**src/ib_replay_defs.svh**
```systemverilog
// replay queue sizing, depth of the shifting queue and widths of each stored field
`ifndef IB_REPLAY_DEFS_SVH
`define IB_REPLAY_DEFS_SVH

// number of queue slots
// placement and full detection assume slots fill from 0 upward
`define IB_DEPTH    8

// full 32b instruction word as seen at decode
`define IB_INSTR_W  32

// 16b compressed form, kept alongside the expanded word
`define IB_CINST_W  16

// halfword aligned pc, bit 0 dropped
`define IB_PC_W     31

`endif
```
**src/ib_replay_pkg.sv**
```systemverilog
// replay queue types shared by the control, the slot array and the testbench
`include "ib_replay_defs.svh"

package ib_replay_pkg;

   // one queued instruction, 79 bits
   typedef struct packed {
      logic [`IB_INSTR_W-1:0] instr;
      logic [`IB_CINST_W-1:0] cinst;
      logic [`IB_PC_W-1:0]    pc;
   } ib_entry_t;

   // both decode lanes, i0 is older
   typedef struct packed {
      ib_entry_t i0;
      ib_entry_t i1;
   } ib_lane_pair_t;

   // head slots presented back to decode during replay
   typedef struct packed {
      logic      valid0;
      logic      valid1;
      ib_entry_t entry0;   // slot 0
      ib_entry_t entry1;   // slot 1
   } ib_head_t;

   // how far the queue moves down this cycle
   typedef enum logic [1:0] {
      shift_none = 2'd0,
      shift_one  = 2'd1,
      shift_two  = 2'd2
   } ib_shift_t;

endpackage

```
**src/ib_replay_fifo.sv**
```systemverilog
// replay queue top: mode control driving the shifting slot array
`timescale 1ns/1ps
`include "ib_replay_defs.svh"

module ib_replay_fifo (
   input  logic                          clk,
   input  logic                          rst,

   input  logic                          i0_decode,
   input  logic                          i1_decode,
   input  logic                          i0_load_block,
   input  logic                          i1_load_block,
   input  logic                          i0_load_match_e4,
   input  logic                          i1_load_match_e4,
   input  logic                          i0_flush_vp_e4,
   input  logic                          i1_flush_vp_e4,

   input  ib_replay_pkg::ib_lane_pair_t  lanes,

   output ib_replay_pkg::ib_head_t       head,
   output logic                          fifo_empty,
   output logic                          fifo_full
);

   import ib_replay_pkg::*;

   logic                  accept_i0;
   logic                  accept_i1;
   logic                  clear;
   ib_shift_t             shift;
   logic [`IB_DEPTH-1:0]  occupancy;   // slot valids back to control

   ib_replay_ctl i_ctl (
      .clk              (clk),
      .rst              (rst),
      .i0_decode        (i0_decode),
      .i1_decode        (i1_decode),
      .i0_load_block    (i0_load_block),
      .i1_load_block    (i1_load_block),
      .i0_load_match_e4 (i0_load_match_e4),
      .i1_load_match_e4 (i1_load_match_e4),
      .i0_flush_vp_e4   (i0_flush_vp_e4),
      .i1_flush_vp_e4   (i1_flush_vp_e4),
      .occupancy        (occupancy),
      .accept_i0        (accept_i0),
      .accept_i1        (accept_i1),
      .shift            (shift),
      .clear            (clear),
      .fifo_empty       (fifo_empty),
      .fifo_full        (fifo_full)
   );

   ib_slot_array i_slots (
      .clk       (clk),
      .rst       (rst),
      .accept_i0 (accept_i0),
      .accept_i1 (accept_i1),
      .shift     (shift),
      .clear     (clear),
      .lanes     (lanes),
      .occupancy (occupancy),
      .head      (head)
   );

endmodule

```
**src/ib_slot_array.sv**
```systemverilog
// replay queue storage: eight shifting slots with valid bits, lane placement and drain
`timescale 1ns/1ps
`include "ib_replay_defs.svh"

module ib_slot_array (
   input  logic                          clk,
   input  logic                          rst,

   input  logic                          accept_i0,
   input  logic                          accept_i1,
   input  ib_replay_pkg::ib_shift_t      shift,
   input  logic                          clear,        // correct prediction
   input  ib_replay_pkg::ib_lane_pair_t  lanes,

   output logic [`IB_DEPTH-1:0]          occupancy,
   output ib_replay_pkg::ib_head_t       head
);

   import ib_replay_pkg::*;

   localparam int ENTRY_W = $bits(ib_entry_t);

   logic [`IB_DEPTH-1:0]   valid;
   logic [`IB_DEPTH-1:0]   valid_nxt;
   logic [`IB_DEPTH+1:0]   valid_ext;     // two empty slots above the top

   logic [`IB_DEPTH-1:0]   lower_vld;     // slot below is occupied
   logic [`IB_DEPTH-1:0]   first_empty;

   logic [`IB_DEPTH-1:0]   wr_i0;         // per-slot write selects
   logic [`IB_DEPTH-1:0]   wr_i1;
   logic [`IB_DEPTH-1:0]   sh_one;        // slot k takes slot k+1
   logic [`IB_DEPTH-1:0]   sh_two;        // slot k takes slot k+2
   logic [`IB_DEPTH-1:0]   slot_en;

   ib_entry_t              slots    [`IB_DEPTH];
   ib_entry_t              slot_ext [`IB_DEPTH+2];

   // padding keeps the shift sources uniform for the top two slots
   assign valid_ext = {2'b00, valid};

   always_comb begin
      for (int k = 0; k < `IB_DEPTH; k++) begin
         slot_ext[k] = slots[k];
      end
      slot_ext[`IB_DEPTH]   = '0;
      slot_ext[`IB_DEPTH+1] = '0;
   end

   // occupancy is contiguous from slot 0, so the first hole is unique
   assign lower_vld   = {valid[`IB_DEPTH-2:0], 1'b1};
   assign first_empty = lower_vld & ~valid;

   assign wr_i0 = {`IB_DEPTH{accept_i0}} & first_empty;

   // i1 lands one above i0, or in the first hole when i0 was not taken
   assign wr_i1 = {`IB_DEPTH{accept_i1}} &
                  (accept_i0 ? {first_empty[`IB_DEPTH-2:0], 1'b0} : first_empty);

   // only move entries that exist
   assign sh_one = {`IB_DEPTH{shift == shift_one}} & valid_ext[`IB_DEPTH:1];
   assign sh_two = {`IB_DEPTH{shift == shift_two}} & valid_ext[`IB_DEPTH+1:2];

   assign slot_en = wr_i0 | wr_i1 | sh_one | sh_two;

   always_comb begin
      case (shift)
         shift_one: valid_nxt = valid_ext[`IB_DEPTH:1];
         shift_two: valid_nxt = valid_ext[`IB_DEPTH+1:2];
         default:   valid_nxt = valid | wr_i0 | wr_i1;
      endcase
      if (clear) begin
         valid_nxt = '0;   // flushes everything, payload left stale
      end
   end

   always_ff @(posedge clk) begin
      if (rst) begin
         valid <= '0;
      end else begin
         valid <= valid_nxt;
      end
   end

   for (genvar k = 0; k < `IB_DEPTH; k++) begin : g_slot
      ib_entry_t slot_nxt;

      // selects are one-hot per slot, so an and-or mux is enough
      assign slot_nxt = ({ENTRY_W{wr_i0[k]}}  & lanes.i0)      |
                        ({ENTRY_W{wr_i1[k]}}  & lanes.i1)      |
                        ({ENTRY_W{sh_one[k]}} & slot_ext[k+1]) |
                        ({ENTRY_W{sh_two[k]}} & slot_ext[k+2]);

      always_ff @(posedge clk) begin
         if (slot_en[k]) begin
            slots[k] <= slot_nxt;
         end
      end
   end

   assign occupancy = valid;

   // head pair goes back to decode in replay
   assign head = '{valid0: valid[0],
                   valid1: valid[1],
                   entry0: slots[0],
                   entry1: slots[1]};

endmodule

```
**src/ib_replay_ctl.sv**
```systemverilog
// replay queue control: held and replay mode state, lane acceptance, shift selection
`timescale 1ns/1ps
`include "ib_replay_defs.svh"

module ib_replay_ctl (
   input  logic                      clk,
   input  logic                      rst,

   input  logic                      i0_decode,         // decoded, or head consumed in replay
   input  logic                      i1_decode,

   input  logic                      i0_load_block,     // dependent on predicted load
   input  logic                      i1_load_block,

   input  logic                      i0_load_match_e4,  // the load has reached e4
   input  logic                      i1_load_match_e4,
   input  logic                      i0_flush_vp_e4,    // predicted value was wrong
   input  logic                      i1_flush_vp_e4,

   input  logic [`IB_DEPTH-1:0]      occupancy,

   output logic                      accept_i0,
   output logic                      accept_i1,
   output ib_replay_pkg::ib_shift_t  shift,
   output logic                      clear,
   output logic                      fifo_empty,
   output logic                      fifo_full
);

   import ib_replay_pkg::*;

   logic correct;       // value prediction confirmed
   logic mispredict;    // value prediction failed
   logic write_mode;
   logic replay_mode;
   logic held_q;
   logic replay_q;

   assign fifo_empty = ~(|occupancy);
   assign fifo_full  = &occupancy;

   // a lane only counts as correct if it did not also flush
   assign correct    = (i0_load_match_e4 & ~i0_flush_vp_e4) |
                       (i1_load_match_e4 & ~i1_flush_vp_e4);
   assign mispredict = i0_flush_vp_e4 | i1_flush_vp_e4;

   // held state is sticky until either outcome arrives
   // a mispredict ends it too, so writing never overlaps replay
   assign write_mode  = (i0_load_block | i1_load_block | held_q) & ~correct & ~mispredict;

   // replay starts in the flush cycle itself and runs until drained
   assign replay_mode = (mispredict | replay_q) & ~fifo_empty;

   always_ff @(posedge clk) begin
      if (rst) begin
         held_q   <= 1'b0;
         replay_q <= 1'b0;
      end else begin
         held_q   <= write_mode;
         replay_q <= replay_mode;
      end
   end

   // room check on the top two slots only
   // i1 cannot slip in without i0 since slot 6 fills before slot 7
   assign accept_i0 = write_mode & i0_decode & ~occupancy[`IB_DEPTH-1];
   assign accept_i1 = write_mode & i1_decode & ~occupancy[`IB_DEPTH-2];

   assign clear = correct;   // drop the whole queue

   always_comb begin
      shift = shift_none;
      if (replay_mode) begin
         if (i0_decode & i1_decode) begin
            shift = shift_two;   // both head slots consumed
         end else if (i0_decode) begin
            shift = shift_one;
         end
      end
   end

endmodule

```
**config.mk**
```make
export PLATFORM = sky130hd
export DESIGN_NAME = ib_replay_fifo
export DESIGN_NICKNAME = d
export VERILOG_FILES = /design/src/ib_replay_pkg.sv /design/src/ib_replay_fifo.sv /design/src/ib_slot_array.sv /design/src/ib_replay_ctl.sv
export VERILOG_INCLUDE_DIRS = /design/src
export SDC_FILE = /design/constraint.sdc
export NUM_CORES = 1
export LEC_CHECK = 0
export BUFFER_PORTS_ARGS = -buffer_cell sky130_fd_sc_hd__buf_4
export CAP_MARGIN = 20
export CORE_ASPECT_RATIO = 1.4
export CORE_MARGIN = 4
export CORE_UTILIZATION = 45
export DETAILED_ROUTE_END_ITERATION = 10
export PLACE_DENSITY = 0.66
export SLEW_MARGIN = 25
export SYNTH_ARGS = -nofsm -noshare
export SYNTH_HDL_FRONTEND = slang
export SYNTH_SLANG_ARGS = --single-unit
```
**constraint.sdc**
```tcl
create_clock -name clk -period 4.5 [get_ports clk]
set_input_delay 0.675 -clock clk [delete_from_list [all_inputs] [get_ports clk]]
set_output_delay 0.675 -clock clk [all_outputs]
set_load 0.005 [all_outputs]
```
Word level (Yosys, flattened, before mapping)
Memory sizes are Yosys's and may differ from the RTL's.
Index checks and enable logic that the tools add are counted.
{"block": "classes", "add_sub_neg": 0, "multipliers": 0, "div": 0, "magnitude_cmp": 0, "n_eq_ne": 2, "n_shift": 0, "mux": 21, "bitwise_logic": 83, "reduce_logical": 3}
{"cell": "AND 79 bit", "count": 29}
{"cell": "bitwise OR 79 bit", "count": 21}
{"cell": "bitwise OR 8 bit", "count": 5}
{"cell": "AND 8 bit", "count": 3}
{"cell": "two-way mux 1 bit", "count": 17}
{"cell": "case mux 8 bit (2 select lines)", "count": 1}
{"cell": "AND 1 bit", "count": 10}
{"cell": "AND 8 x 6 -> 8 bit", "count": 1}
{"cell": "AND 8 x 7 -> 8 bit", "count": 1}
{"cell": "two-way mux 8 bit", "count": 1}
{"cell": "inverter 8 bit", "count": 1}
{"cell": "AND reduction 8 bit", "count": 1}
{"cell": "OR reduction 8 bit", "count": 1}
{"cell": "inverter 1 bit", "count": 7}
{"cell": "bitwise OR 1 bit", "count": 5}
{"cell": "two-way mux 2 bit", "count": 2}
{"cell": "== test 2 x 1 -> 1 bit (second input constant)", "count": 1}
{"cell": "== test 2 bit (second input constant)", "count": 1}
{"cell": "OR reduction 2 bit", "count": 1}
{"block": "totals", "register_bits": 10, "latch_bits": 0, "ramBits": 632, "romBits": 0, "out_inout_bits": 162, "memories": 1}
{"memory": "i_slots.slots", "words": 8, "width": 79, "rd": 8, "rd_clocked_by_memory_dff": 0, "write_ports": 8, "line": "ib_slot_array.sv:36", "source": "ib_entry_t slots [`IB_DEPTH];"}

Logic depth before layout (Yosys ltp)
{"block": "depth", "depth_word": 15, "ltp_mapped": 12}

By module
A second synthesis with hierarchy kept.
{"block": "unflattened", "hier_cells": 2609, "hier_area_um2": 32158.3}
{"mod": "ib_slot_array", "instances": 1, "cells_per_inst": 2587, "area_each_um2": 31984.4, "seq_area_each_um2": 19138.4}
{"mod": "ib_replay_ctl", "instances": 1, "cells_per_inst": 22, "area_each_um2": 173.9, "seq_area_each_um2": 40.0}

Least setup slack after synthesis
Ideal clock, no wire load.
{"block": "synth_path", "path_type": "input port to flip-flop", "from": "input port i1_load_match_e4", "to": "memory i_slots.slots[0][0] (netlist name), enable pin", "arrival_ns": 3.950, "setup_slack_ns": 0.109, "cell_stages": 7, "n_path_buf": 3, "cell_sequence": "or4_1 > buf_2 > or3_1 > buf_4 > nor2_4 > buf_2 > or4_1"}
{"element": "start: declaration", "line": "ib_replay_fifo.sv:14", "source": "input logic i1_load_match_e4,"}
{"element": "end: declaration", "line": "ib_slot_array.sv:36"}

==> results.cfg <==
[die]
dieArea_um2 = 77990
ioPinCount = 330
core_um2 = 72760
row_count = 117
die_h_um = 328.8
start_util = 0.4548
dieWidth_um = 237.2

[drt]
wire_per_inst_um = 32.43
routed_wl_mm = 112.7
dr.pass1.iters = 6
antenna_left = 0
drc_errors = 0
vias_per_cell = 7.374
drt_iter0_markers = 3527
vias = 25618

[sta]
fmax_mhz = 291.1
tightest_slew_ns = 1.115
drv_slew = 0
slew_headroom = 0.2509
rsz0062_at_grt = no
finalHoldViolCount = 0
setup_tns_ns = 0
fin_crit_sh = 0.7633
fin_worst_skew_ns = 0.01609
setup_viol = 0
min_period_ns = 3.435

[clocking]
clk_transition_reported_paths_ns = 0.06
cts_tree = built
hold_buffers = 0
cts_made_buffers = 61
post_cts_buffers = 0
clockBufferDepth = 3
cts-root-buf = clkbuf_16
ctsResizeCount = 0
cts_sinks = 642
cts_max_level = 2
worstSkewPairLatency_ns = 0.64

[critical_path]
crit_path_start = i_slots.occupancy[0]$_SDFF_PP0_
r2r-start = i_slots.occupancy[0]$_SDFF_PP0_
cp_max_fo = 40
crit_type = reg2reg
required_ns = 4.86
startpoint_type = register
critPathArrivalTime_ns = 3.80
end_kind = register

[yosys]
syn-cell-area_um2 = 33090
yosys_warnings = 0
synth-seq-cells = 642
synth-edff-count = 632
avgSynthCellArea_um2 = 13.17
postSynthCellCount = 2512
synth_nets = 2682
async_flop_share = 0
yosysUniqueCellTypes = 43
ys.flop_type = edfxtp_1
seq_area_frac_synth = 0.5796

[final_layout]
drive_above_1_share = 0.2005
syn_to_final_growth_pct = 12.10
final_common_cell = edfxtp_1
fin_cells = 3474
design.final.nets = 2635
mostFrequentLayoutCells = edfxtp_1, a22o_1, a221o_1

[global_route]
antenna_found_initial = 11
overflow = 0
grt_max_degree = 81
grt_pass1_wl_mm = 166.5
grt_use_total = 0.2749
grt_pass1_vias = 25558

[placed_design]
dpl.cell_count = 3354
routabilityCongestion = 0.8438
io_buffers = 329
dp_hpwl_mm = 66.30

[power_and_ir_drop]
p_per_area_nw_per_um2 = 335.8
p_leak_nw = 13.08
worst_ir_drop_vdd_v = 0.0003025

[min_path]
min_from = rst
hp-class = in2reg

[job]
drv_cap = 0

[run_status]
status = finished, final reports clean
[critical path: stages, from the launching register on]
cell	delay, ns
dfxtp_1	0.63
nor4_1	0.14
a21oi_1	0.21
nand2_1	0.09
or2_2	0.28
ha_1	0.25
and2_4	0.31
or4_4	0.89
buf_12	0.33
[power breakdown]
group | total, W | leakage (nW) | internal [W] | switching, W
logic | 0.000835 | 6.29 | 0.000303 | 0.000532
clock network | 0.00492 | 0.887 | 0.00264 | 0.00228
registers | 0.00670 | 5.90 | 0.00661 | 0.0000840
[sequential cells by signal, summed over array words and instances (netlist names)]
| name | cells |
|---|---|
| i_slots.slots | 632 |
| i_slots.occupancy | 8 |
| i_ctl.held_q | 1 |
| i_ctl.replay_q | 1 |
[cells in the mapped netlist, types with 3 or more instances]
cell,instances,share of area
edfxtp_1,632,0.57
a22o_1,553,0.15
a221o_1,474,0.14
clkbuf_1,204,0.023
buf_1,161,0.018
buf_4,90,0.020
inv_1,85,0.0096
a22oi_1,79,0.018
o21ai_0,79,0.012
buf_2,36,0.0054
nor3_1,20,0.0030
and2_1,14,0.0026
dfxtp_1,10,0.0061
nor2_1,7,0.00079
or4_1,7,0.0016
nand2b_1,5,0.00095
nand3b_1,5,0.0011
or3_1,5,0.00095
a211oi_1,4,0.00091
o41a_1,4,0.0014
or2_2,4,0.00076
nand2_1,3,0.00034
nand4_1,3,0.00057
[cells by family after synthesis]
family,Yosys count,synth area share
AO/OA/AOI/OAI,1202,0.3244
adder cells (fa/ha/maj),2,0.0007562
flip-flops,642,0.5796
AND/OR/NAND/NOR,86,0.01690
buffers and inverters,578,0.07760
multiplexers,2,0.0006806
[layer usage]
metal,vias up,GRT usage,routed length [um],part of all wire
met1,12958,0.3404,40540,0.36
met2,1835,0.4646,54910,0.49
met4,10,0.1142,4908,0.044
met3,344,0.06349,12260,0.11
li1,10471,-,-,-
met5,-,0,57,0.00051
[layout make-up]
class	count	area [um^2]
diodes	8	20.02
flip-flops and latches	642	19180
clock inverters	37	242.7
inverters	85	319.1
multi-input cells	1292	11490
fillers	6184	35670
well taps	952	1191
repair buffers	383	3067
clock buffers	75	1579
[worst paths after layout]
path,endpoint,slack [ns],cells past startpoint
max reg2reg,i_slots.slots[0][117]$_DFFE_PP_,1.06,8
min,i_ctl.replay_q$_SDFF_PP0_,0.31,2
min reg2reg,i_slots.slots[1][208]$_DFFE_PP_,0.59,2
max,i_slots.slots[0][117]$_DFFE_PP_,1.06,8
[per-stage QoR]
| stage | setup slack [ns] | util | area [um^2] | hold slack (ns) | power (W) |
|---|---|---|---|---|---|
| after detailed placement | 0.7485 | 0.4842 | 35230 | 0.5837 | 0.007638 |
| after global placement | 0.7486 | 0.4839 | 35210 | 0.5666 | 0.007622 |
| after global routing | 0.9751 | 0.5096 | 37070 | 0.2860 | 0.01282 |
| final | 1.065 | 0.5098 | 37090 | 0.3095 | 0.01246 |
| after CTS | 1.113 | 0.5092 | 37050 | 0.2848 | 0.01250 |
| after floorplan | 0.1094 | - | 33090 | 0.4751 | 0.007258 |
No activity file was read; power rests on OpenSTA's default activity.
